## config.mk

```make
export PLATFORM = sky130hd
export DESIGN_NAME = mem_arbiter
export DESIGN_NICKNAME = d
export VERILOG_FILES = /design/src/logic/video_pkg.sv /design/src/logic/mem_arbiter.sv
export SDC_FILE = /design/constraint.sdc
export NUM_CORES = 1
export LEC_CHECK = 0
export ABC_AREA = 1
export BUFFER_PORTS_ARGS = -buffer_cell sky130_fd_sc_hd__buf_2
export CORE_MARGIN = 1
export CORE_UTILIZATION = 26
export DETAILED_ROUTE_END_ITERATION = 7
export PLACE_DENSITY = 0.84
export SYNTH_ARGS = -nofsm -noshare
export SYNTH_HDL_FRONTEND = slang
export SYNTH_SLANG_ARGS = --single-unit
```

## constraint.sdc

```tcl
create_clock -name cclk -period 0.8 [get_ports cclk]
set_input_delay 0.08 -clock cclk [delete_from_list [all_inputs] [get_ports cclk]]
set_output_delay 0.08 -clock cclk [all_outputs]
set_load 0.05 [all_outputs]
```

## src/logic/video_pkg.sv

```systemverilog
// ----------------------------------------
// Shared widths and enums of the video subsystem
// Screen codes sit below FONT_BASE_DEF, font rows from it on
// ----------------------------------------
package video_pkg;

    localparam int DATA_W        = 8;     // Memory data and register width
    localparam int MEM_ADDR_W    = 12;    // Video memory address width
    localparam int FONT_BASE_DEF = 2048;  // Default first font word

    typedef enum logic [3:0] {
        REG_H_TOTAL    = 4'd0,
        REG_H_DISP     = 4'd1,
        REG_H_SYNC_POS = 4'd2,
        REG_H_SYNC_W   = 4'd3,
        REG_V_TOTAL    = 4'd4,
        REG_V_DISP     = 4'd5,
        REG_V_SYNC_POS = 4'd6,
        REG_V_SYNC_W   = 4'd7,
        REG_CHAR_H     = 4'd8,
        REG_START_HI   = 4'd9,
        REG_START_LO   = 4'd10
    } crtc_reg_e;

    typedef enum logic [1:0] {
        OWN_NONE,
        OWN_FETCH,
        OWN_CPU
    } arb_owner_e;

    typedef enum logic [1:0] {
        F_IDLE,
        F_CODE,
        F_FONT,
        F_HOLD
    } fetch_state_e;

endpackage

```

## src/logic/mem_arbiter.sv

```systemverilog
// ----------------------------------------
// Fixed priority arbiter, fetcher first
// Read data returns one cycle after the grant
// ----------------------------------------
`timescale 1ns/1ns

module mem_arbiter (
    input  logic                              cclk,
    input  logic                              rst_n_i,
    input  logic                              fetch_valid_i,
    input  logic                              fetch_we_i,
    input  logic [video_pkg::MEM_ADDR_W-1:0]  fetch_addr_i,
    output logic                              fetch_ready_o,
    output logic [video_pkg::DATA_W-1:0]      fetch_rdata_o,
    output logic                              fetch_rvalid_o,
    input  logic                              cpu_valid_i,
    input  logic                              cpu_we_i,
    input  logic [video_pkg::MEM_ADDR_W-1:0]  cpu_addr_i,
    input  logic [video_pkg::DATA_W-1:0]      cpu_wdata_i,
    output logic                              cpu_ready_o,
    output logic [video_pkg::DATA_W-1:0]      cpu_rdata_o,
    output logic                              cpu_rvalid_o,
    input  logic [video_pkg::DATA_W-1:0]      mem_rdata_i,
    output logic                              mem_en_o,
    output logic                              mem_we_o,
    output logic [video_pkg::MEM_ADDR_W-1:0]  mem_addr_o,
    output logic [video_pkg::DATA_W-1:0]      mem_wdata_o
);
    video_pkg::arb_owner_e owner_q;

    assign fetch_ready_o = fetch_valid_i;
    assign cpu_ready_o   = cpu_valid_i && !fetch_valid_i;  // CPU waits while fetcher asks

    assign mem_en_o    = fetch_valid_i || cpu_valid_i;
    assign mem_we_o    = fetch_valid_i ? fetch_we_i : cpu_we_i;
    assign mem_addr_o  = fetch_valid_i ? fetch_addr_i : cpu_addr_i;
    assign mem_wdata_o = cpu_wdata_i;

    always_ff @(posedge cclk) begin
        if (!rst_n_i) begin
            owner_q <= video_pkg::OWN_NONE;
        end else if (fetch_valid_i && !fetch_we_i) begin
            owner_q <= video_pkg::OWN_FETCH;
        end else if (cpu_ready_o && !cpu_we_i) begin
            owner_q <= video_pkg::OWN_CPU;
        end else begin
            owner_q <= video_pkg::OWN_NONE;    // Writes return nothing
        end
    end

    assign fetch_rvalid_o = (owner_q == video_pkg::OWN_FETCH);
    assign cpu_rvalid_o   = (owner_q == video_pkg::OWN_CPU);
    assign fetch_rdata_o  = mem_rdata_i;
    assign cpu_rdata_o    = mem_rdata_i;

    a_one_grant: assert property (@(posedge cclk) disable iff (!rst_n_i)
        $onehot0({fetch_valid_i && fetch_ready_o, cpu_valid_i && cpu_ready_o}));

    a_cpu_rvalid: assert property (@(posedge cclk) disable iff (!rst_n_i)
        (cpu_valid_i && cpu_ready_o && !cpu_we_i) |=> cpu_rvalid_o);

    a_fetch_rvalid: assert property (@(posedge cclk) disable iff (!rst_n_i)
        (fetch_valid_i && fetch_ready_o && !fetch_we_i) |=> fetch_rvalid_o);

endmodule

```

==> Flow_metrics.wiki <==
{| class="wikitable"
! Metric !! Value
|-
| Kind of capture point of the worst setup path || output port
|-
| Total detailed-routing wirelength || ~1100 um
|-
| Number of clock sinks || 2
|-
| Part of the Yosys area used for sequential elements || between 8 and 9%
|-
| Width of the die || roughly 45 um
|-
| Main area contributors after synthesis || sky130_fd_sc_hd__buf_4 38%, sky130_fd_sc_hd__nand2_1 30%, sky130_fd_sc_hd__dfxtp_1 8.2%
|-
| Global-route wire length before repair || about 1600 um
|-
| Starting density of the core || between 20 and 30%
|-
| Post-DRT Antenna Nets || 0
|-
| CTS tree || yes
|-
| Overflow after GRT || 0
|-
| Number of global-route vias before repair || approximately 430
|-
| Io pins || 88
|-
| Buffer type at the clock tree root || sky130_fd_sc_hd__clkbuf_4
|-
| Run status || finished with violations
|-
| Cell area after layout || ~650 um2
|-
| Post-detailed-route DRC marker count || 0
|-
| Cell breakdown of the critical path || inv_2 > nor2_2 > buf_6
|-
| Kind of cell with the highest combined delay on the critical path || flip-flops
|-
| Required arrival time at the worst endpoint || between 700 and 800 ps
|-
| Max FO, Critical Path || 2
|-
| Share of the synthesized area in the top cell type || about two fifths
|-
| Dpl cells || 129
|-
| Cell count after synthesis || 85
|-
| Number of inserted filler cells in the final layout || 194
|-
| CTS max path bufs || 2
|-
| Cell Count, Final, Fillers Out || between 100 and 150
|-
| Failing checks || setup timing
|-
| Arrival time of the worst setup path || 820 ps
|-
| Clock Pin Slew Worst Setup and Hold Paths || roughly 30 ps
|-
| Core Footprint || 0.00175 mm2
|-
| Largest net degree at the start of global routing || 18
|-
| Max Clock Freq || between 1000 and 1500 MHz
|-
| Final setup margin || -103 ps
|-
| Cell Area, Synth || 489 um2
|-
| Reported max-cap violation count || 0
|-
| Startpoint Class || register
|-
| Setup Viol. Count Final || 2
|-
| Min Hold Slack || 78.1 ps
|-
| Leakage power total || ~0.40 nW
|-
| Count of nets after finishing || around 160
|-
| Die Area || between 0.002 and 0.0025 mm2
|-
| DRC marker count from the first detailed-route iteration || 0
|-
| Area of placed instances || 561 um2
|-
| Maximum level of the CTS H-tree || 1
|-
| Largest register by flop count || owner_q
|-
| Number of setup buffers added after CTS || 0
|-
| Top flop regs || owner_q x2
|-
| Tot GR Track Use || between 10 and 15%
|-
| Core utilization of the finished layout || about 37%
|-
| Hold buffer count at cts || 0
|-
| Critical path buffers and inverters || 2
|-
| Die Y-Extent || about 45 um
|-
| Hold endpoint || owner_q[0]
|-
| Minimum clock period || roughly 900 ps
|-
| Instance count along the most critical hold path || 3
|-
| Initial DRT Pass Iterations || 1
|-
| Initial antenna violation count || 0
|-
| Transition time of the tightest slew-check pin || ~250 ps
|-
| Number of port buffers || 47
|-
| Netlist cell types || 9
|-
| Vias after detailed routing || ~500
|-
| RSZ-0062 raised after global routing || yes
|-
| Normalized max-slew margin || 83.5%
|-
| Ratio of routed vias to standard cells || 3.80
|-
| Hold path start || rst_n_i
|-
| Power Density || 1290 mW/mm2
|-
| Synthesized flop and latch total || 2
|-
| Inserted Diodes || 0
|-
| Largest area contributor in the synthesized netlist || sky130_fd_sc_hd__buf_4
|-
| Synthesis Warnings || 0
|-
| Total power after layout || between 0.8 and 0.9 mW
|-
| Clock buffers created by TritonCTS || 3
|-
| Drt wl/cell || 8.20 um
|-
| Fraction of final layout cells sized beyond drive strength 1 || 66.4%
|-
| RD Place Congestion || ~0.66
|-
| Layout area overhead || 32.7%
|-
| Number of flip-flops in the largest register || 2
|-
| Final period utilization || 113%
|-
| Class of the worst hold path || in -> reg
|-
| Crit path kind || reg -> out
|-
| Max rail drop VDD || roughly 330 uV
|-
| Commonest cells after routing, fill and taps aside || 31 x sky130_fd_sc_hd__buf_2, 30 x sky130_fd_sc_hd__nand2_1, 13 x sky130_fd_sc_hd__nand2_2, 12 x sky130_fd_sc_hd__buf_4, 4 x sky130_fd_sc_hd__inv_1
|-
| Crit-path slowest cell || sky130_fd_sc_hd__dfxtp_2
|-
| Pins Over Slew Limit || 0
|-
| Row count || 15
|-
| Maximum cell stage delay along the critical path || about 330 ps
|-
| Net count after synthesis || ~130
|-
| Most common library cell in the layout ignoring fill and taps || sky130_fd_sc_hd__buf_2
|-
| Average footprint of a synthesized cell || between 5 and 6 um2
|-
| Final hold violations || 0
|}
[kinds of logic (layout without fill, tap and decap cells)]
group,count (synthesis),count (layout),synth area share [%]
buffers and inverters,35,57,52.9
flip-flops,2,2,8.18
AND/OR/NAND/NOR,48,48,38.9
[worst min-delay path: cells and delay by family]
kind | cells | cell delay, ps
buffers and inverters | 2 | 140
AND/OR/NAND/NOR | 1 | 30
[per-stage QoR]
step	worst slack [ps]	TNS, ps
floorplan	-57.9	-162
global placement	-144	-1810
detailed placement	-154	-1950
CTS	-115	-230
global route	-153	-303
finish	-103	-204
[worst max-delay path by stage]
| stage | cells past startpoint | slack [ps] | end | startpoint |
|---|---|---|---|---|
| finish | 3 | -100 | fetch_rvalid_o | owner_q[0] |
| floorplan | 2 | -60 | cpu_rvalid_o | owner_q[1] |
| CTS | 3 | -120 | cpu_rvalid_o | owner_q[1] |
| detailed placement | 4 | -150 | mem_addr_o[7] | fetch_valid_i |
| global route | 3 | -150 | fetch_rvalid_o | owner_q[0] |
| global placement | 4 | -140 | mem_addr_o[7] | fetch_valid_i |
[power by group]
part	leakage [nW]	switching [mW]	total (mW)	internal, mW
logic	0.373	0.342	0.515	0.173
registers	0.0172	0.00260	0.107	0.105
clock network	0.0138	0.0523	0.217	0.165
total	0.404	0.397	0.840	0.443
[cell usage after synthesis (all sizes together)]
cell type	instances
inv	7
buf	28
nand2	43
nor2	5
dfxtp	2
[repair_timing]
action | CTS | global route
setup endpoints to repair | 17 | 15
resized for setup | 22 | 4
gates cloned | 0 | 0
[layer usage]
metal | GRT usage, % | part of all wire (%) | vias up
met5 | 0 | 0 | -
met4 | 9.09 | 1.9 | 0
met3 | 3.17 | 11 | 8
met2 | 20.3 | 52 | 38
met1 | 9.11 | 35 | 188
li1 | - | - | 267
[final cells by class]
class	instances	area, um2	area share (%)
multi-input cells	48	220	33.9
repair buffers	47	294	45.3
flip-flops and latches	2	42.5	6.55
well taps	25	31.3	4.82
clock buffers	3	22.5	3.47
inverters	7	38.8	5.97
Power figures use the tool's default switching activity.
