==> config.mk <==
export PLATFORM = sky130hd
export DESIGN_NAME = crtc_regs
export DESIGN_NICKNAME = d
export VERILOG_FILES = /design/src/logic/video_pkg.sv /design/src/logic/crtc_regs.sv
export SDC_FILE = /design/constraint.sdc
export NUM_CORES = 1
export LEC_CHECK = 0
export ABC_AREA = 1
export BUFFER_PORTS_ARGS = -buffer_cell sky130_fd_sc_hd__buf_2
export CAP_MARGIN = 10
export CORE_MARGIN = 3
export CORE_UTILIZATION = 52
export CTS_BUF_LIST = sky130_fd_sc_hd__clkbuf_8
export CTS_CLUSTER_SIZE = 25
export DETAILED_ROUTE_END_ITERATION = 8
export PLACE_DENSITY = 0.76
export SLEW_MARGIN = 30
export SYNTH_ARGS = -nofsm -noshare
export SYNTH_HDL_FRONTEND = slang
export SYNTH_SLANG_ARGS = --single-unit
export TNS_END_PERCENT = 10
==> constraint.sdc <==
create_clock -name cclk -period 1.4 [get_ports cclk]
set_input_delay 0.21 -clock cclk [delete_from_list [all_inputs] [get_ports cclk]]
set_output_delay 0.21 -clock cclk [all_outputs]
set_load 0.02 [all_outputs]
==> src/logic/video_pkg.sv <==
// ----------------------------------------
// Shared widths and enums of the video subsystem
// Screen codes sit below FONT_BASE_DEF, font rows from it on
// ----------------------------------------
package video_pkg;

    localparam int DATA_W        = 8;     // Memory data and register width
    localparam int MEM_ADDR_W    = 12;    // Video memory address width
    localparam int FONT_BASE_DEF = 2048;  // Default first font word

    typedef enum logic [3:0] {
        REG_H_TOTAL    = 4'd0,
        REG_H_DISP     = 4'd1,
        REG_H_SYNC_POS = 4'd2,
        REG_H_SYNC_W   = 4'd3,
        REG_V_TOTAL    = 4'd4,
        REG_V_DISP     = 4'd5,
        REG_V_SYNC_POS = 4'd6,
        REG_V_SYNC_W   = 4'd7,
        REG_CHAR_H     = 4'd8,
        REG_START_HI   = 4'd9,
        REG_START_LO   = 4'd10
    } crtc_reg_e;

    typedef enum logic [1:0] {
        OWN_NONE,
        OWN_FETCH,
        OWN_CPU
    } arb_owner_e;

    typedef enum logic [1:0] {
        F_IDLE,
        F_CODE,
        F_FONT,
        F_HOLD
    } fetch_state_e;

endpackage

==> src/logic/crtc_regs.sv <==
// ----------------------------------------
// CRTC geometry registers, written on a one-cycle strobe
// Readback is combinational, indices 11 to 15 read zero
// ----------------------------------------
`timescale 1ns/1ns

module crtc_regs (
    input  logic                          cclk,
    input  logic                          rst_n_i,
    input  logic                          reg_we_i,
    input  video_pkg::crtc_reg_e          reg_idx_i,
    input  logic [video_pkg::DATA_W-1:0]  reg_wdata_i,
    output logic [video_pkg::DATA_W-1:0]  reg_rdata_o,
    output logic [video_pkg::DATA_W-1:0]  h_total_o,
    output logic [video_pkg::DATA_W-1:0]  h_disp_o,
    output logic [video_pkg::DATA_W-1:0]  h_sync_pos_o,
    output logic [video_pkg::DATA_W-1:0]  h_sync_w_o,
    output logic [video_pkg::DATA_W-1:0]  v_total_o,
    output logic [video_pkg::DATA_W-1:0]  v_disp_o,
    output logic [video_pkg::DATA_W-1:0]  v_sync_pos_o,
    output logic [video_pkg::DATA_W-1:0]  v_sync_w_o,
    output logic [video_pkg::DATA_W-1:0]  char_h_o,
    output logic [10:0]                   start_addr_o
);
    logic [video_pkg::DATA_W-1:0] start_hi_q;
    logic [video_pkg::DATA_W-1:0] start_lo_q;

    always_ff @(posedge cclk) begin
        if (!rst_n_i) begin
            h_total_o    <= 8'd9;   // Ten slots per line
            h_disp_o     <= 8'd8;
            h_sync_pos_o <= 8'd8;
            h_sync_w_o   <= 8'd1;
            v_total_o    <= 8'd3;   // Four character rows per frame
            v_disp_o     <= 8'd2;
            v_sync_pos_o <= 8'd2;
            v_sync_w_o   <= 8'd1;
            char_h_o     <= 8'd8;
            start_hi_q   <= '0;
            start_lo_q   <= '0;
        end else if (reg_we_i) begin
            case (reg_idx_i)
                video_pkg::REG_H_TOTAL:    h_total_o    <= reg_wdata_i;
                video_pkg::REG_H_DISP:     h_disp_o     <= reg_wdata_i;
                video_pkg::REG_H_SYNC_POS: h_sync_pos_o <= reg_wdata_i;
                video_pkg::REG_H_SYNC_W:   h_sync_w_o   <= reg_wdata_i;
                video_pkg::REG_V_TOTAL:    v_total_o    <= reg_wdata_i;
                video_pkg::REG_V_DISP:     v_disp_o     <= reg_wdata_i;
                video_pkg::REG_V_SYNC_POS: v_sync_pos_o <= reg_wdata_i;
                video_pkg::REG_V_SYNC_W:   v_sync_w_o   <= reg_wdata_i;
                video_pkg::REG_CHAR_H:     char_h_o     <= reg_wdata_i;
                video_pkg::REG_START_HI:   start_hi_q   <= reg_wdata_i;
                video_pkg::REG_START_LO:   start_lo_q   <= reg_wdata_i;
                default: ;                                  // Unused index
            endcase
        end
    end

    always_comb begin
        case (reg_idx_i)
            video_pkg::REG_H_TOTAL:    reg_rdata_o = h_total_o;
            video_pkg::REG_H_DISP:     reg_rdata_o = h_disp_o;
            video_pkg::REG_H_SYNC_POS: reg_rdata_o = h_sync_pos_o;
            video_pkg::REG_H_SYNC_W:   reg_rdata_o = h_sync_w_o;
            video_pkg::REG_V_TOTAL:    reg_rdata_o = v_total_o;
            video_pkg::REG_V_DISP:     reg_rdata_o = v_disp_o;
            video_pkg::REG_V_SYNC_POS: reg_rdata_o = v_sync_pos_o;
            video_pkg::REG_V_SYNC_W:   reg_rdata_o = v_sync_w_o;
            video_pkg::REG_CHAR_H:     reg_rdata_o = char_h_o;
            video_pkg::REG_START_HI:   reg_rdata_o = start_hi_q;
            video_pkg::REG_START_LO:   reg_rdata_o = start_lo_q;
            default:                   reg_rdata_o = '0;
        endcase
    end

    assign start_addr_o = {start_hi_q[2:0], start_lo_q};  // 2K screen window

endmodule

==> summary.md <==
| Metric | Value |
|---|---|
| Switching Share | around 28% |
| Die Span Y | roughly 96 um |
| Syn_area_per_cell | 6.92 um^2 |
| Clock share of power | between 30% and 40% |
| Routed Antenna Nets | 0 |
| Tcrit/Tclk final | 110% |
| Fin util | 73.5% |
| #FFs+latches synth | just under 90 |
| Site row count | 32 |
| Count of pins over their slew limit | 0 |
| Most frequent cells in the layout | nand2_1 (189), buf_2 (93), nand3_1 (78) |
| Max Root-Sink Buffers | 2 |
| Die ar. | ~9100 um^2 |
| Rel. slew slack | about two thirds |
| Final setup violation count | 8 |
| CP Capture Point | reg_rdata_o[3] |
| Routability cong. | ~0.94 |
| Worst R2R Path Depth | 3 |
| Final layout net count | around 750 |
| Worst slack, placed | -0.172 ns |
| WP data required | roughly 1.2 ns |
| Remaining global-route overflow | 0 |
| Crit end category | output port |
| Crit Path Class | reg2out |
| Hold Slack | 0.247 ns |
| Reg clk slew, reported paths | ~0.09 ns |
| I/O Buffers | around 110 |
| Worst Setup Start Kind | flop |
| Critical Path Start | h_sync_w_o[3]$_SDFFE_PN0P_ |
| Vias in the first global route | between 4000 and 5000 |
| Iteration-0 DRC Markers | approximately 420 |
| Worst setup margin | -0.138 ns |
| Status | finished with violations |
| N_diodes | 0 |
| Worst reg2reg setup slack | 0.66 ns |
| DRT Pass-1 Iters | 7 |
| Reg power frac | roughly 51% |
| Critical Path AT | approximately 1.3 ns |
| RR Startpoint | v_sync_pos_o[3]$_SDFFE_PN0P_ |
| Largest net degree at the start of global routing | 32 |
| Worst-Margin Slew | between 0.4 and 0.5 ns |
| R2r endpoint | v_sync_pos_o[3]$_SDFFE_PN0P_ |
| CTS tree | yes |
| Initial antenna violation count | 0 |
| WL per Instance | ~18 um |
| Via count | roughly 5000 |
| Die Width | roughly 96 um |
| Maximum capacitance violations | 0 |
| CTS buffer count | 9 |
| Total GRT Usage | about a third |
| Commonest non-fill, non-tap cell in the layout | nand2_1 |
| Max VDD drop | 547 uV |
| Num ports | between 100 and 150 |
| Vias per cell | between 5 and 6 |
| Power Density | a little under 900 nW/um^2 |
| Min-Delay Path Class | in2reg |
| Area added between synthesis and finish | 36.9% |
| Routed WL | about 15 mm |
| Remaining DRCs | 0 |
| Clock latency at the later pin of the worst-skew pair | roughly 0.36 ns |
| CTS root buf | clkbuf_8 |
| Synth Net Count | 617 |
| Synth cell types | 24 |
| Core Area | 7770 um^2 |
| Violated checks | negative setup slack |
| Starting Density | a little over half |
| Share of layout cells above drive strength 1 | between 30% and 40% |
| RSZ-0062 raised after global routing | yes |
| Clk sinks | 88 |
| Static Leak | approximately 2.5 nW |
| Detailed Place HPWL | around 10 mm |
| Number of fill cells in the layout | 640 |
| Combinational share of power | ~14% |
| Final Hold Vio Count | 0 |
| Register area share after synthesis | 42.3% |
| Mapped Area | between 4000 and 5000 um^2 |
| Fmax achieved | 0.650 GHz |
| Cell count after synthesis | about 600 |
| Psw | between 0.001 and 0.0015 W |
| Worst Hold Launch | reg_wdata_i[4] |
| Yosys warnings | 0 |
| Crit path max fanout | 3 |
| Crit path time final | around 1.5 ns |
| H-tree levels | 3 |
| Int Pwr | about 0.0037 W |
| First-pass GRT wire length | approximately 22 mm |
| Clock Skew | 0 ns |
## cell type report
class | instances | area (um^2) | area share [%]
clock buffer | 10 | 138 | 2.41
clock inverter | 6 | 61.3 | 1.07
inverter | 27 | 113 | 1.97
multi-input combinational | 446 | 2280 | 39.9
sequential | 88 | 1810 | 31.7
tap | 102 | 128 | 2.24
timing repair buffer | 158 | 1180 | 20.6
## worst min path at each step
stage	end	slack [ns]	cells after the start
floorplan	h_disp_o[0]$_SDFFE_PN0P_	0.35	2
CTS	v_disp_o[0]$_SDFFE_PN0P_	0.24	3
global route	h_disp_o[2]$_SDFFE_PN0P_	0.25	3
global placement	start_hi_q[5]$_SDFFE_PN0P_	0.45	2
finish	h_sync_w_o[4]$_SDFFE_PN0P_	0.25	3
detailed placement	start_hi_q[4]$_SDFFE_PN0P_	0.46	2
## cells by family after synthesis
kind of cell / synth area share (%)
AO/OA/AOI/OAI: 10.8
buffers and inverters: 7.78
flip-flops: 42.3
AND/OR/NAND/NOR: 39.2
## Yosys cell counts, drive strengths merged
cell type  number  area share, %
nor3            1           0.39
a21oi          77            9.3
nor2           44            5.5
buf            28            4.0
o21ai          12            1.4
inv            25            2.3
nand4           9            1.4
dfxtp          88             42
clkbuf         13            1.2
clkinv          2           0.33
nand2         198             18
nand3         105             14
## critical path, cell delays in order, from the launching register on
cell     delay, ns
dfxtp_2       0.34
nand3_1       0.12
nand2_2       0.07
nor2_2        0.16
nand3_2       0.13
buf_6         0.15
## metal layers
metal	part of all wire [%]	up-vias	global-route usage, %
met1	38	2277	43.1
met2	47	350	50.3
li1	-	2231	-
met4	3.3	0	13.6
met5	0	-	0
met3	12	57	6.00
## through the flow
stage | TNS (ns) | std cells | instance area [um^2] | total power, W
after floorplan | 0 | 602 | 4170 | 0.00297
after global placement | -1.51 | 806 | 5000 | 0.00323
after detailed placement | -2.76 | 806 | 5000 | 0.00323
after CTS | -0.494 | 829 | 5490 | 0.00503
after global routing | -1.02 | 837 | 5710 | 0.00524
final | -0.808 | 837 | 5710 | 0.00510
## repair_timing
| action | CTS | global route |
|---|---|---|
| resized for setup | 71 | 64 |
| setup endpoints to repair | 8 | 8 |
| setup buffers | 5 | 10 |
| cloned | 2 | 0 |
| pin swaps | 22 | 28 |
| hold buffers | 0 | 0 |
## power by group through the flow
stage | sequential, W | combinational (W) | clock [W]
3_3_place_gp | 0.00263 | 0.000595 | 0
6_report | 0.00258 | 0.000718 | 0.00180
2_1_floorplan | 0.00267 | 0.000302 | 0
4_1_cts | 0.00257 | 0.000667 | 0.00179
5_1_grt | 0.00258 | 0.000758 | 0.00190
3_5_place_dp | 0.00263 | 0.000603 | 0
Power figures use the tool's default switching activity.
