<file path="config.mk">
export PLATFORM = sky130hd
export DESIGN_NAME = dot_shifter
export DESIGN_NICKNAME = d
export VERILOG_FILES = /design/src/logic/video_pkg.sv /design/src/logic/dot_shifter.sv
export SDC_FILE = /design/constraint.sdc
export NUM_CORES = 1
export LEC_CHECK = 0
export BUFFER_PORTS_ARGS = -buffer_cell sky130_fd_sc_hd__buf_2
export CORE_AREA = 2 2 39 41
export DETAILED_ROUTE_END_ITERATION = 10
export DIE_AREA = 0 0 41 43
export SYNTH_ARGS = -nofsm -noshare
export SYNTH_HDL_FRONTEND = slang
export SYNTH_SLANG_ARGS = --single-unit
</file>
<file path="constraint.sdc">
create_clock -name cclk -period 0.82 [get_ports cclk]
set_input_delay 0.082 -clock cclk [delete_from_list [all_inputs] [get_ports cclk]]
set_output_delay 0.082 -clock cclk [all_outputs]
set_load 0.02 [all_outputs]
</file>
<file path="src/logic/video_pkg.sv">
// ----------------------------------------
// Shared widths and enums of the video subsystem
// Screen codes sit below FONT_BASE_DEF, font rows from it on
// ----------------------------------------
package video_pkg;

    localparam int DATA_W        = 8;     // Memory data and register width
    localparam int MEM_ADDR_W    = 12;    // Video memory address width
    localparam int FONT_BASE_DEF = 2048;  // Default first font word

    typedef enum logic [3:0] {
        REG_H_TOTAL    = 4'd0,
        REG_H_DISP     = 4'd1,
        REG_H_SYNC_POS = 4'd2,
        REG_H_SYNC_W   = 4'd3,
        REG_V_TOTAL    = 4'd4,
        REG_V_DISP     = 4'd5,
        REG_V_SYNC_POS = 4'd6,
        REG_V_SYNC_W   = 4'd7,
        REG_CHAR_H     = 4'd8,
        REG_START_HI   = 4'd9,
        REG_START_LO   = 4'd10
    } crtc_reg_e;

    typedef enum logic [1:0] {
        OWN_NONE,
        OWN_FETCH,
        OWN_CPU
    } arb_owner_e;

    typedef enum logic [1:0] {
        F_IDLE,
        F_CODE,
        F_FONT,
        F_HOLD
    } fetch_state_e;

endpackage

</file>
<file path="src/logic/dot_shifter.sv">
// ----------------------------------------
// Serialises one font row per slot, MSB first
// Delays de and syncs by one slot to match the pixels
// ----------------------------------------
`timescale 1ns/1ns

module dot_shifter (
    input  logic                          cclk,
    input  logic                          rst_n_i,
    input  logic                          char_tick_i,
    input  logic                          de_i,
    input  logic                          hs_i,
    input  logic                          vs_i,
    input  logic [video_pkg::DATA_W-1:0]  row_bits_i,
    input  logic                          reverse_i,
    output logic                          video_o,
    output logic                          display_enable_o,
    output logic                          hsync_o,
    output logic                          vsync_o
);
    logic [video_pkg::DATA_W-1:0] shift_q;

    always_ff @(posedge cclk) begin
        if (char_tick_i) begin
            shift_q <= reverse_i ? ~row_bits_i : row_bits_i;
        end else begin
            shift_q <= shift_q << 1;
        end
    end

    always_ff @(posedge cclk) begin
        if (!rst_n_i) begin
            display_enable_o <= 1'b0;
            hsync_o          <= 1'b0;
            vsync_o          <= 1'b0;
        end else if (char_tick_i) begin
            display_enable_o <= de_i;
            hsync_o          <= hs_i;
            vsync_o          <= vs_i;
        end
    end

    assign video_o = display_enable_o && shift_q[video_pkg::DATA_W-1];  // Blank outside display

endmodule

</file>
==> results.json, run 1 <==
{
  "rsz0062_at_grt": "true",
  "fmax_ghz": 1.09,
  "synth_compound_area_share_pct": 7.84,
  "synth_area_um2": 447,
  "cpPeakStageDelay_ns": 0.33,
  "cp.arrival_ns": 0.84,
  "clkSinkCount": 11,
  "synth_top_area_share_pct": 49.3,
  "viasPerCell": 4.45,
  "synth-seq-cells": 11,
  "synth_largest_area_cell": "dfxtp_1",
  "fin_setup_tns_ns": -0.114,
  "net-switching-power_uw": 268,
  "postRouteWirelength_um": 742,
  "route.detailed.drc": 0,
  "synth_xor_area_share_pct": 15.7,
  "grt_overflow": 0,
  "worstSetupEndpointType": "output pin",
  "worst_slack_ns": -0.0980,
  "rr_endpoint": "hsync_o$_SDFFE_PN0P_",
  "syn_nets": 59,
  "dp_hpwl_um": 537,
  "p_sw_share_pct": 23.2,
  "layout_min_cycle_time_ns": 0.918,
  "crit_type": "reg -> out",
  "numCtsBuffers": 3,
  "io_pins": 19,
  "grt_antenna_before_repair": 0,
  "antenna_cells": 0,
  "nets": 80,
  "skew_ns": 0.00345,
  "p_clk_share_pct": 30.8,
  "startpoint": "display_enable_o$_SDFFE_PN0P_",
  "fillers": 144,
  "wl_per_cell_um": 9.28,
  "relSlewSlack_pct": 85.0,
  "clockBufferDepth": 2,
  "coreArea_um2": 1380,
  "htree_levels": 1,
  "crit_chain": "and2_4 > buf_6",
  "yosys.area_share.simple_pct": 12.9,
  "p_per_area_nw_per_um2": 1940,
  "mostFrequentLayoutCells": "buf_2 (15), dfxtp_1 (8), xnor2_1 (7), nor2_1 (7), a21oi_1 (7)",
  "p_int_uw": 887,
  "die_w_um": 41,
  "syn_inst": 44,
  "die_y_um": 43,
  "reg2reg_from": "hsync_o$_SDFFE_PN0P_",
  "postCtsHoldBufs": 0,
  "tightestPinTransition_ns": 0.225,
  "muxShareOfSynthArea_pct": 6.72,
  "ys_top_cells_by_area": "dfxtp_1 (49%), xnor2_1 (14%), a21oi_1 (7.8%)",
  "slowest_stage": "dfxtp_2",
  "outcome": "complete, but fails checks",
  "clk_latency_ns": 0.26,
  "cts_tree": "yes",
  "synth.avg_cell_area_um2": 10.2,
  "maxCapViolCount": 0,
  "min_period_over_period_pct": 112,
  "drive_above_1_share_pct": 40.6,
  "rrSetupSlack_ns": 0.22,
  "violations": "setup timing",
  "endpoint": "video_o",
  "grt_max_degree": 16,
  "dr.pass1.iters": 4,
  "pwr-share-seq_pct": 52.6,
  "grt_first_pass_wirelength_mm": 1.11,
  "rows": 14,
  "areaGrowthSynthToFinish_pct": 33.1,
  "place.gp.congestion": 0.621,
  "p_leak_uw": 0.000268,
  "die_area_um2": 1760,
  "irDropWorstVdd_v": 0.000820,
  "port_buffers": 18,
  "path_clk_slew_ns": 0.07,
  "pwr-share-comb_pct": 16.6,
  "r2r_cells": 2,
  "setup_viol": 2,
  "synth_top_family_by_area": "XOR/XNOR gates",
  "synth_warnings": 0,
  "final_common_cell": "buf_2",
  "cts_root_buf": "clkbuf_4",
  "pre_cts_ws_ns": 0.118,
  "synthAdderAreaFrac_pct": 0,
  "seq_area_frac_synth_pct": 49.3,
  "initial_core_util_pct": 32.3,
  "final_antenna_net_count": 0,
  "synth_cell_types": 9,
  "vias": 356,
  "worstPathRequired_ns": 0.74,
  "grt_usage_pct": 10.1,
  "maxSlewViolCount": 0,
  "grt_pass1_vias": 262,
  "cp_max_fo": 3,
  "hold_viol": 0,
  "drt_iter0_markers": 8,
  "start_kind": "flop",
  "min_path_type": "in -> reg"
}
## kinds of logic (layout without fill, tap and decap cells)
family,Yosys count,after routing
flops,11,11
simple gates,12,12
buf+inv,3,23
xor+xnor,8,8
mux,3,3
compound gates,7,7
## synthesized netlist by cell type (all sizes together)
cell,count
dfxtp,11
a21oi,7
nor2,7
xnor2,7
buf,3
mux2i,3
nor2b,3
and2,2
xor2,1
## critical path, delay by kind of cell (launching register included)
| kind | cells | cell delay [ns] |
|---|---|---|
| buffers and inverters | 1 | 0.12 |
| and+or+nand+nor | 1 | 0.13 |
| DFF | 1 | 0.33 |
## metrics by stage
step | instance area, µm² | util, % | instances | total power, µW | hold slack (ns)
floorplan | 447 | - | 44 | 740 | 0.210
global placement | 543 | 39.2 | 76 | 793 | 0.322
detailed placement | 543 | 39.2 | 76 | 797 | 0.332
CTS | 594 | 42.9 | 80 | 1180 | 0.0534
global route | 594 | 42.9 | 80 | 1240 | 0.0676
finish | 594 | 42.9 | 80 | 1150 | 0.0614
## routing by layer
metal	track usage [%]	vias up	wire (µm)
met5	0	-	0
met4	12.0	0	19
met3	3.14	2	48
met2	11.3	11	351
met1	13.0	163	322
li1	-	180	-
## registers in the layout, indices dropped and copies added, names as in the netlist
register / count
shift_q: 8
display_enable_o: 1
hsync_o: 1
vsync_o: 1
## power groups by stage
stage / sequential, µW / clock (µW) / combinational, µW
after floorplan: 625 / 0 / 115
after global placement: 615 / 0 / 178
after detailed placement: 616 / 0 / 181
after CTS: 608 / 376 / 194
after global routing: 612 / 410 / 215
final: 608 / 355 / 192
## cell type report
class | count | area [µm²] | area share [%]
Multi-Input combinational cell | 30 | 195 | 32.8
Timing Repair Buffer | 19 | 129 | 21.7
Clock buffer | 4 | 26.3 | 4.42
Tap cell | 16 | 20.0 | 3.37
Sequential cell | 11 | 224 | 37.7
## worst min-delay path by stage
| stage | start | end | slack [ns] | cells after the start |
|---|---|---|---|---|
| after detailed placement | rst_n_i | vsync_o$_SDFFE_PN0P_ | 0.33 | 2 |
| after floorplan | rst_n_i | display_enable_o$_SDFFE_PN0P_ | 0.21 | 1 |
| after global routing | rst_n_i | display_enable_o$_SDFFE_PN0P_ | 0.07 | 2 |
| after CTS | rst_n_i | display_enable_o$_SDFFE_PN0P_ | 0.05 | 2 |
| final | rst_n_i | display_enable_o$_SDFFE_PN0P_ | 0.06 | 2 |
| after global placement | rst_n_i | display_enable_o$_SDFFE_PN0P_ | 0.32 | 2 |
## timing repair
item | CTS | global route
hold endpoints to repair | 0 | 0
endpoints found under the setup margin | 4 | 4
buffers inserted | 0 | 0
resized for setup | 10 | 0
Power figures use the tool's default switching activity.
==> run 2: changes to the inputs <==
==> constraint.sdc (replaced) <==
create_clock -name cclk -period 0.8 [get_ports cclk]
set_input_delay 0.08 -clock cclk [delete_from_list [all_inputs] [get_ports cclk]]
set_output_delay 0.08 -clock cclk [all_outputs]
set_load 0.02 [all_outputs]
==> run 2 against run 1 <==
Compared with the run above:
- the run still ends with setup timing left
- clock skew about the same
- combinational power about the same
- sequential share of layout area unchanged
- critical path depth unchanged
- die area stayed put
- critical path type unchanged
- sequential power increased by 2%
- core utilization unchanged
- flip-flop and latch count did not move
- register-to-register slack lost 0.03 ns
- critical endpoint unchanged
- cell count stayed put
==> results.json, run 2 (synthesized netlist as in run 1, its figures left out) <==
{
  "clkSinkCount": 11,
  "io_pins": 19,
  "numCtsBuffers": 3,
  "tightestPinTransition_ns": 0.223,
  "r2r_cells": 2,
  "worstSetupEndpointType": "output pin",
  "outcome": "complete, but fails checks",
  "worstPathRequired_ns": 0.72,
  "cts_tree": "yes",
  "post-place-cells": 76,
  "cts_root_buf": "clkbuf_4",
  "path_clk_slew_ns": 0.07,
  "clk_latency_ns": 0.26,
  "rows": 14,
  "grt_usage_pct": 10.1,
  "crit_type": "reg -> out",
  "mostFrequentLayoutCells": "buf_2 (15), dfxtp_1 (8), xnor2_1 (7), nor2_1 (7), a21oi_1 (7)",
  "viasPerCell": 4.26,
  "startpoint": "display_enable_o$_SDFFE_PN0P_",
  "skew_ns": 0.00380,
  "place.gp.congestion": 0.621,
  "grt_antenna_before_repair": 0,
  "min_path_type": "in -> reg",
  "final-instance-count-excl-fill": 80,
  "maxCapViolCount": 0,
  "fmax_ghz": 1.09,
  "fillers": 144,
  "clockBufferDepth": 2,
  "final_common_cell": "buf_2",
  "wl_per_cell_um": 8.91,
  "reg2reg_from": "hsync_o$_SDFFE_PN0P_",
  "grt_first_pass_wirelength_mm": 1.06,
  "irDropWorstVdd_v": 0.000662,
  "p_per_area_nw_per_um2": 2000,
  "grt_pass1_vias": 250,
  "initial_core_util_pct": 32.3,
  "cp_max_fo": 3,
  "largest_reg_flops": 8,
  "violations": "setup timing",
  "route.detailed.drc": 0,
  "top_register": "shift_q",
  "layout_min_cycle_time_ns": 0.920,
  "p_leak_uw": 0.000268,
  "postLayoutCellArea_um2": 594,
  "hold_viol": 0,
  "nets": 80,
  "port_buffers": 18,
  "dp_hpwl_um": 528,
  "placed_area_um2": 543,
  "postRouteWirelength_um": 713,
  "cp.arrival_ns": 0.84,
  "areaGrowthSynthToFinish_pct": 33.1,
  "grt_overflow": 0,
  "htree_levels": 1,
  "die_y_um": 43,
  "worst_slack_ns": -0.120,
  "final_antenna_net_count": 0,
  "min_period_over_period_pct": 115,
  "relSlewSlack_pct": 85.1,
  "maxSlewViolCount": 0,
  "hp-start": "rst_n_i",
  "antenna_cells": 0,
  "start_kind": "flop",
  "dr.pass1.iters": 4,
  "hold_depth": 2,
  "die_w_um": 41,
  "coreArea_um2": 1380,
  "grt_max_degree": 16,
  "vias": 341,
  "rsz0062_at_grt": "true",
  "drt_iter0_markers": 3,
  "drive_above_1_share_pct": 40.6,
  "die_area_um2": 1760,
  "setup_viol": 2
}
-- run 2: cell counts in the layout (fill, tap and decap cells not counted) --
No cell type changed its count.
-- run 2: layout make-up --
cell class | instances | area [µm²] | area share [%]
Tap cell | 16 | 20.0 | 3.37
Sequential cell | 11 | 224 | 37.7
Clock buffer | 4 | 26.3 | 4.42
Multi-Input combinational cell | 30 | 195 | 32.8
Timing Repair Buffer | 19 | 129 | 21.7
-- run 2: final timing paths --
kind	end	slack (ns)
worst max-delay path	video_o	-0.12
worst max register to register	hsync_o$_SDFFE_PN0P_	0.19
worst min-delay path	display_enable_o$_SDFFE_PN0P_	0.05
worst min register to register	shift_q[4]$_DFF_P_	0.45
-- run 2: through the flow --
stage                     power [µW]  hold WS [ns]  util [%]  setup slack [ns]  setup TNS (ns)
after detailed placement         816         0.330      39.2             0.102               0
after global routing            1270        0.0624      42.9            -0.173          -0.312
after global placement           813         0.320      39.2             0.110               0
final                           1190        0.0548      42.9            -0.120          -0.159
after CTS                       1210        0.0503      42.9            -0.127          -0.175
after floorplan                  758         0.208         -            0.0229               0
-- run 2: report_power, final --
group	switching, µW	internal [µW]	total [µW]
Sequential	17.3	606	623
Combinational	84.4	110	195
Clock	178	193	371
Total	279	909	1190
-- run 2: per-layer routing --
layer	vias to the layer above	track usage, %	part of all wire [%]	routed length [µm]
met2	13	11.3	44	315
li1	178	-	-	-
met5	-	0	0	0
met4	0	12.0	4.6	33
met1	146	11.1	43	306
met3	4	6.28	8.1	58
-- run 2: worst max-delay path: stages (launching register included) --
cell and delay [ns]:
dfxtp_2 0.33, and2_4 0.13, buf_6 0.12
-- run 2: timing repair --
| item | CTS | global route |
|---|---|---|
| buffers inserted | 0 | 0 |
| gates resized for setup | 10 | 0 |
| hold buffers | 0 | 0 |
| setup endpoints to repair | 4 | 4 |
| pin swaps | 0 | 0 |
