<file path="config.mk">
export PLATFORM = sky130hd
export DESIGN_NAME = crtc_sync_gen
export DESIGN_NICKNAME = d
export VERILOG_FILES = /design/src/logic/video_pkg.sv /design/src/logic/crtc_sync_gen.sv
export SDC_FILE = /design/constraint.sdc
export NUM_CORES = 1
export LEC_CHECK = 0
export BUFFER_PORTS_ARGS = -buffer_cell sky130_fd_sc_hd__buf_2
export CORE_ASPECT_RATIO = 1.1
export CORE_MARGIN = 1
export CORE_UTILIZATION = 56
export DETAILED_ROUTE_END_ITERATION = 10
export GPL_TIMING_DRIVEN = 0
export PLACE_DENSITY = 0.82
export SETUP_SLACK_MARGIN = 0.15
export SLEW_MARGIN = 0
export SYNTH_ARGS = -nofsm -noshare
export SYNTH_HDL_FRONTEND = slang
export SYNTH_SLANG_ARGS = --single-unit
</file>
<file path="constraint.sdc">
create_clock -name cclk -period 3.01 [get_ports cclk]
set_input_delay 0.301 -clock cclk [delete_from_list [all_inputs] [get_ports cclk]]
set_output_delay 0.301 -clock cclk [all_outputs]
set_load 0.02 [all_outputs]
</file>
<file path="src/logic/video_pkg.sv">
// ----------------------------------------
// Shared widths and enums of the video subsystem
// Screen codes sit below FONT_BASE_DEF, font rows from it on
// ----------------------------------------
package video_pkg;

    localparam int DATA_W        = 8;     // Memory data and register width
    localparam int MEM_ADDR_W    = 12;    // Video memory address width
    localparam int FONT_BASE_DEF = 2048;  // Default first font word

    typedef enum logic [3:0] {
        REG_H_TOTAL    = 4'd0,
        REG_H_DISP     = 4'd1,
        REG_H_SYNC_POS = 4'd2,
        REG_H_SYNC_W   = 4'd3,
        REG_V_TOTAL    = 4'd4,
        REG_V_DISP     = 4'd5,
        REG_V_SYNC_POS = 4'd6,
        REG_V_SYNC_W   = 4'd7,
        REG_CHAR_H     = 4'd8,
        REG_START_HI   = 4'd9,
        REG_START_LO   = 4'd10
    } crtc_reg_e;

    typedef enum logic [1:0] {
        OWN_NONE,
        OWN_FETCH,
        OWN_CPU
    } arb_owner_e;

    typedef enum logic [1:0] {
        F_IDLE,
        F_CODE,
        F_FONT,
        F_HOLD
    } fetch_state_e;

endpackage

</file>
<file path="src/logic/crtc_sync_gen.sv">
// ----------------------------------------
// Pixel, column, scanline and row counters
// Outputs describe the slot now running, not yet delayed
// ----------------------------------------
`timescale 1ns/1ns

module crtc_sync_gen (
    input  logic                          cclk,
    input  logic                          rst_n_i,
    input  logic [video_pkg::DATA_W-1:0]  h_total_i,
    input  logic [video_pkg::DATA_W-1:0]  h_disp_i,
    input  logic [video_pkg::DATA_W-1:0]  h_sync_pos_i,
    input  logic [video_pkg::DATA_W-1:0]  h_sync_w_i,
    input  logic [video_pkg::DATA_W-1:0]  v_total_i,
    input  logic [video_pkg::DATA_W-1:0]  v_disp_i,
    input  logic [video_pkg::DATA_W-1:0]  v_sync_pos_i,
    input  logic [video_pkg::DATA_W-1:0]  v_sync_w_i,
    input  logic [video_pkg::DATA_W-1:0]  char_h_i,
    input  logic [10:0]                   start_addr_i,
    output logic                          char_tick_o,
    output logic [10:0]                   ma_o,
    output logic [2:0]                    ra_o,
    output logic                          de_o,
    output logic                          hs_o,
    output logic                          vs_o
);
    logic [2:0]                   pix_q;
    logic [video_pkg::DATA_W-1:0] col_q;
    logic [video_pkg::DATA_W-1:0] scan_q;
    logic [video_pkg::DATA_W-1:0] row_q;
    logic [10:0]                  row_start_q;
    logic                         last_col;
    logic                         last_scan;
    logic                         last_row;

    assign char_tick_o = (pix_q == 3'd7);
    assign last_col    = (col_q >= h_total_i);
    assign last_scan   = (scan_q + 8'd1 >= char_h_i);
    assign last_row    = (row_q >= v_total_i);

    always_ff @(posedge cclk) begin
        if (!rst_n_i) begin
            pix_q       <= '0;
            col_q       <= '0;
            scan_q      <= '0;
            row_q       <= '0;
            row_start_q <= '0;
        end else begin
            pix_q <= pix_q + 3'd1;
            if (char_tick_o) begin
                col_q <= last_col ? '0 : col_q + 8'd1;
                if (last_col) begin
                    scan_q <= last_scan ? '0 : scan_q + 8'd1;
                    if (last_scan && last_row) begin
                        row_q       <= '0;
                        row_start_q <= start_addr_i;  // New frame picks up the start address
                    end else if (last_scan) begin
                        row_q       <= row_q + 8'd1;
                        row_start_q <= row_start_q + {3'b0, h_disp_i};
                    end
                end
            end
        end
    end

    assign ma_o = row_start_q + {3'b0, col_q};
    assign ra_o = scan_q[2:0];
    assign de_o = (col_q < h_disp_i) && (row_q < v_disp_i);

    // Offset compare keeps the window correct near the top of the count range
    assign hs_o = (col_q >= h_sync_pos_i) && ((col_q - h_sync_pos_i) < h_sync_w_i);
    assign vs_o = (row_q >= v_sync_pos_i) && ((row_q - v_sync_pos_i) < v_sync_w_i);

    // Each new scanline starts inside the character height
    a_scan_in_range: assert property (@(posedge cclk) disable iff (!rst_n_i)
        (char_tick_o && last_col && $stable(char_h_i)) |=>
            (char_h_i == 8'd0 || scan_q < char_h_i));

endmodule

</file>
==> run_results.csv, run 1 <==
group,metric,value,unit
die,die_x,87.9,um
power,netSwitchingPower,0.330,mW
route,drt-initial-drc-count,293,
die,num_rows,34,
timing,max-slew-margin-rel,0.437,
grt,grt_pass1_vias,4511,
route,drt-vias-per-instance,5.78,
worst_setup_path,crit_type,"flop to output pin",
clock_tree,cts_buffers,5,
worst_setup_path,critPathCaptureType,"output pin",
power,p_seq_frac,0.438,
worst_setup_path,slowest_stage,"fa_2",
status,run_status,"finished clean",
placed_design,dpl.hpwl,9.13,mm
layout,multiInputGateArea,3700,um2
power,power,1.15,mW
layout,area_delta_synth_final,29.1,%
hold_path,hold_path_end,"row_start_q[6]",
power,p_per_area,195,nW/um2
clock_tree,cts_buffer_depth,2,
logic_synthesis,yosys-top-cells-area,"ha_1 24%, dfxtp_1 17%, inv_1 6.7%",
clock_tree,clkSlewWorstSetupHoldPaths,0.09,ns
layout,stdcell_area,5870,um2
logic_synthesis,ys_seq_area_frac,0.167,
timing,drv_slew,0,
clock_tree,cts_tree,"yes",
logic_synthesis,async_flop_share,0,
die,die_area,8480,um2
worst_setup_path,worstSetupStartpoint,"col_q[0]",
grt,overflow,0,
timing,layout_worst_path_cycle_share,0.999,
placed_design,gp_congestion,0.883,
layout,fillers,588,
logic_synthesis,synth_area_per_cell,7.69,um2
clock_tree,clock_sinks,38,
worst_setup_path,reg2reg_from,"scan_q[2]",
route,wire_per_inst,15.0,um
worst_setup_path,path_max_fanout,4,
clock_tree,ctsHoldBuffers,0,
layout,nets,904,
timing,tns,0,ns
worst_setup_path,reg2reg_to,"row_start_q[6]",
logic_synthesis,synthesis.instances,591,
clock_tree,cts.htree.levels,2,
worst_setup_path,path_buf_inv,2,
timing,whs,0.276,ns
layout,register_area,786,um2
timing,fin_crit,3.01,ns
grt,grt.total_usage,0.291,
worst_setup_path,slowest_delay,0.40,ns
logic_synthesis,synth_nets,769,
power,ir_drop,0.000180,V
timing,setup_ws,0.00167,ns
placed_design,dpl_cell_area,5190,um2
logic_synthesis,yosysWarningCount,0,
power,p_sw_frac,0.289,
route,vias,4825,
die,start_util,0.578,
worst_setup_path,cp_top_family,"adder cells",
worst_setup_path,crit_chain,"inv_4 > ha_4 > fa_2 > nor2b_2 > o21ai_2 > a21boi_2 > o21a_1 > nor2_2 > xnor2_1 > ha_1 > o21ai_1 > a21oi_1 > a21oi_1 > buf_4",
timing,rsz0062_at_grt,"true",
placed_design,portBuffers,101,
power,internal_power,0.815,mW
logic_synthesis,synth_top_area_share,0.245,
timing,hold_viol,0,
clock_tree,clk_latency,0.30,ns
route,drc_errors,0,
power,clkPwrFrac,0.334,
logic_synthesis,yosysTopAreaCell,"ha_1",
die,io_pins,103,
layout,num_antenna_cells,0,
hold_path,min_path_type,"input pin to flop",
timing,fmax,332,MHz
hold_path,hp-start,"start_addr_i[6]",
layout,layout_common_cells,"99 x buf_2, 85 x ha_1, 78 x inv_1, 54 x nor2_1, 35 x nand2_1",
die,die_h,96.5,um
worst_setup_path,rr_worst_depth,12,
timing,worst_pin_slew,0.839,ns
layout,drive_gt1_frac,0.298,
route,routed_wl,12.5,mm
die,core-area,7870,um2
grt,antenna_found_initial,0,
power,leakagePower,3.02,nW
worst_setup_path,regToRegSetupSlack,0.21,ns
hold_path,hold_path_depth,3,
worst_setup_path,critPathMostFrequentCell,"a21oi_1",
logic_synthesis,ys.flop_type,"dfxtp_1",
job,maxCapViolCount,0,
placed_design,post-place-ws,-0.276,ns
logic_synthesis,ys_types,64,
power,combPwrFrac,0.227,
grt,grt_max_degree,12,
route,postRouteAntennaNets,0,
logic_synthesis,syn_area,4550,um2
clock_tree,clock-root-buffer,"clkbuf_8",
timing,fin_skew,0.0113,ns
layout,final_common_cell,"buf_2",
grt,grt_pass1_wl,19.5,mm
route,first_pass_iters,5,
worst_setup_path,crit_path_start_kind,"flop",
logic_synthesis,synth.ff_latch_count,38,
logic_synthesis,synth_edf_count,0,
worst_setup_path,arrival,2.71,ns
timing,setup_viol,0,
worst_setup_path,critPathRequiredTime,2.71,ns
## worst min-delay path: stages
cell and delay (ns):
buf_2 0.10, nand2_1 0.05, a311oi_1 0.08
## repair_timing
| action | in CTS | in global routing |
|---|---|---|
| pin swaps | 17 | 43 |
| buffers inserted | 12 | 14 |
| cloned | 0 | 1 |
| setup endpoints to repair | 31 | 27 |
| gates resized for setup | 46 | 64 |
## through the flow
| step | utilization | instances |
|---|---|---|
| after floorplan | - | 591 |
| after global placement | 0.659 | 800 |
| after detailed placement | 0.659 | 800 |
| after CTS | 0.700 | 820 |
| after global routing | 0.746 | 835 |
| final | 0.746 | 835 |
## worst max path at each step
stage / slack, ns / to / depth (start not counted)
floorplan: 0.19 / hs_o / 13
CTS: -0.06 / vs_o / 14
finish: 0.002 / hs_o / 14
detailed placement: -0.28 / row_start_q[6] / 11
global route: -0.1 / hs_o / 12
global placement: -0.16 / scan_q[0] / 12
## cell usage after synthesis (all sizes together) (2+ instances only)
master / count
and3: 6
a211oi: 13
xnor2: 19
a21boi: 19
nor3b: 2
buf: 8
a21oi: 31
nand2b: 4
nor3: 12
nand4: 6
nor2: 57
a2bb2oi: 2
nor2b: 10
mux2: 2
o31ai: 3
a311oi: 4
o21ai: 34
nand3: 21
nand3b: 4
nand2: 35
o21a: 21
a31oi: 3
a221oi: 2
inv: 81
o21bai: 3
mux2i: 2
or2: 4
dfxtp: 38
and2: 6
ha: 89
clkbuf: 7
fa: 4
nor4: 2
xor2: 8
a21o: 10
## area by class of cell
type                       instances  area share
inverter                          82      0.0533
timing repair buffer             128       0.127
clock buffer                       7      0.0147
multi-input combinational        456       0.631
tap                              108      0.0230
sequential                        38       0.134
clock inverter                     1    0.000853
buffer                            15      0.0164
## power by group through the flow
stage / combinational [mW] / sequential (mW) / clock, mW
2_1_floorplan: 0.139 / 0.518 / 0
3_3_place_gp: 0.220 / 0.519 / 0
3_5_place_dp: 0.233 / 0.519 / 0
4_1_cts: 0.243 / 0.504 / 0.378
5_1_grt: 0.294 / 0.503 / 0.398
6_report: 0.260 / 0.502 / 0.383
## routing by layer
metal / routed length [um] / global-route usage / up-vias
met5: 0 / 0 / -
met2: 6410 / 0.557 / 184
met4: 391 / 0.113 / 0
li1: - / - / 2352
met3: 672 / 0.0314 / 40
met1: 5030 / 0.327 / 2249
## cells by family (layout without fill, tap and decap cells)
group	after synthesis	count (layout)	synth area share
and+or+nand+nor	173	173	0.183
DFF	38	38	0.167
adders and majority gates	93	93	0.263
AOI/OAI and AO/OA	159	159	0.240
muxes	4	4	0.00936
buffers and inverters	97	233	0.0859
xor gates and xnor gates	27	27	0.0520
## sequential cells by signal, indices dropped and copies added, names as in the netlist
register     cells
row_start_q     11
col_q            8
scan_q           8
row_q            8
pix_q            3
Power figures use the tool's default switching activity.
==> run 2, diff against run 1 <==
--- a/config.mk
+++ b/config.mk
@@ -12,7 +12,6 @@
 export DETAILED_ROUTE_END_ITERATION = 10
 export GPL_TIMING_DRIVEN = 0
 export PLACE_DENSITY = 0.82
-export SETUP_SLACK_MARGIN = 0.15
 export SLEW_MARGIN = 0
 export SYNTH_ARGS = -nofsm -noshare
 export SYNTH_HDL_FRONTEND = slang
==> run 2 against run 1 <==
Compared with the run above:
- non-clock buffer count fell by 11
- hold slack barely moved
- count of clock-buffer cells in the layout did not move
==> run_results.csv, run 2 (same netlist as run 1, synthesis figures left out) <==
group,metric,value,unit
layout,num_antenna_cells,0,
worst_setup_path,regToRegSetupSlack,0.01,ns
layout,area_delta_synth_final,23.3,%
placed_design,post-place-ws,-0.276,ns
worst_setup_path,arrival,2.70,ns
hold_path,hold_path_end,"row_start_q[6]",
worst_setup_path,reg2reg_from,"scan_q[3]",
grt,grt_max_degree,12,
die,die_x,87.9,um
route,drt-initial-drc-count,252,
route,vias,4696,
die,num_rows,34,
timing,worst_pin_slew,0.712,ns
worst_setup_path,critPathCaptureType,"output pin",
power,ir_drop,0.000178,V
power,leakagePower,2.93,nW
layout,final_common_cell,"buf_2",
worst_setup_path,critPathRequiredTime,2.71,ns
hold_path,hold_path_depth,3,
die,die_area,8480,um2
worst_setup_path,reg2reg_to,"row_start_q[6]",
worst_setup_path,path_max_fanout,4,
clock_tree,cts_buffers,5,
die,core-area,7870,um2
timing,fin_skew,0.0106,ns
route,wire_per_inst,14.6,um
route,first_pass_iters,4,
placed_design,dpl.hpwl,9.13,mm
timing,drv_slew,0,
timing,hold_viol,0,
power,p_per_area,202,nW/um2
die,start_util,0.578,
worst_setup_path,slowest_delay,0.40,ns
clock_tree,clock-root-buffer,"clkbuf_8",
timing,setup_ws,0.00414,ns
layout,largest_reg_flops,11,
worst_setup_path,rr_worst_depth,11,
worst_setup_path,crit_path_start_kind,"flop",
timing,rsz0062_at_grt,"true",
placed_design,dpl_cell_area,5190,um2
layout,instances_no_fill,824,
clock_tree,clk_latency,0.30,ns
grt,grt_pass1_wl,19.3,mm
timing,layout_worst_path_cycle_share,0.999,
die,die_h,96.5,um
worst_setup_path,crit_chain,"inv_4 > ha_4 > fa_2 > nor2b_2 > o21ai_2 > a21boi_2 > o21a_1 > nor2_2 > xnor2_1 > ha_1 > o21ai_1 > a21oi_1 > a21oi_1 > buf_4",
hold_path,hp-start,"start_addr_i[6]",
clock_tree,cts.htree.levels,2,
layout,layout_common_cells,"102 x buf_2, 86 x ha_1, 79 x inv_1, 55 x nor2_1, 35 x nand2_1",
timing,fmax,333,MHz
placed_design,gp_congestion,0.883,
layout,regMostFlops,"row_start_q",
placed_design,portBuffers,101,
layout,nets,893,
grt,antenna_found_initial,0,
layout,stdcell_area,5610,um2
grt,overflow,0,
grt,grt.total_usage,0.290,
route,drt-vias-per-instance,5.70,
route,postRouteAntennaNets,0,
grt,grt_pass1_vias,4496,
clock_tree,cts_tree,"yes",
timing,max-slew-margin-rel,0.522,
worst_setup_path,slowest_stage,"fa_2",
clock_tree,cts_buffer_depth,2,
hold_path,min_path_type,"input pin to flop",
status,run_status,"finished clean",
clock_tree,clock_sinks,38,
layout,drive_gt1_frac,0.257,
placed_design,placed_cells,800,
power,power,1.13,mW
route,drc_errors,0,
timing,setup_viol,0,
clock_tree,clkSlewWorstSetupHoldPaths,0.08,ns
timing,fin_crit,3.01,ns
worst_setup_path,critPathMostFrequentCell,"a21oi_1",
die,io_pins,103,
route,routed_wl,12.0,mm
worst_setup_path,crit_type,"flop to output pin",
job,maxCapViolCount,0,
-- run 2: changes by cell type in the layout (fill, tap and decap cells not counted), sizes merged --
cell and change:
buf -11
-- run 2: critical path, delay by kind of cell, from the launching register on --
family,cells,cell delay (ns)
fa+ha+maj,3,0.85
compound gates,6,0.68
flops,1,0.36
buf+inv,2,0.20
simple gates,2,0.19
xor+xnor,1,0.13
-- run 2: per-stage QoR --
stage | hold slack [ns] | utilization | TNS [ns]
6_report | 0.276 | 0.712 | 0
5_1_grt | 0.285 | 0.712 | -1.15
4_1_cts | 0.273 | 0.693 | -0.0635
3_5_place_dp | 0.418 | 0.659 | -3.90
3_3_place_gp | 0.413 | 0.659 | -1.25
2_1_floorplan | 0.399 | - | 0
-- run 2: cell type report --
class,count,area (um2)
Buffer,15,91.3
Clock buffer,7,86.3
Clock inverter,1,5.00
Fill cell,660,2260
Inverter,82,313
Multi-Input combinational cell,456,3560
Sequential cell,38,782
Tap cell,108,135
Timing Repair Buffer,117,631
-- run 2: where the power goes --
group          total [mW]  internal (mW)  switching, mW  leakage [nW]
Clock               0.380          0.185          0.194        0.0482
Combinational       0.250          0.125          0.126          2.57
Sequential          0.503          0.502        0.00122         0.312
-- run 2: timing repair --
item                                    in CTS  in global routing
buffers inserted                            10                  6
hold buffers                                 0                  0
pin swaps                                   16                 18
endpoints found under the setup margin      27                 23
gates resized for setup                     37                 31
-- run 2: how the worst max path moves through the flow --
stage | startpoint | to | slack, ns | depth (start not counted)
3_3_place_gp | scan_q[0] | scan_q[0] | -0.16 | 12
4_1_cts | row_q[0] | vs_o | -0.06 | 14
3_5_place_dp | scan_q[0] | row_start_q[6] | -0.28 | 11
5_1_grt | scan_q[3] | row_q[2] | -0.11 | 12
2_1_floorplan | col_q[0] | hs_o | 0.19 | 13
6_report | col_q[0] | hs_o | 0.004 | 14
-- run 2: metal layers --
metal	share of wire	GRT usage	up-vias
li1	-	-	2323
met1	0.41	0.322	2203
met2	0.52	0.555	136
met3	0.044	0.0323	34
met4	0.030	0.117	0
met5	0	0	-
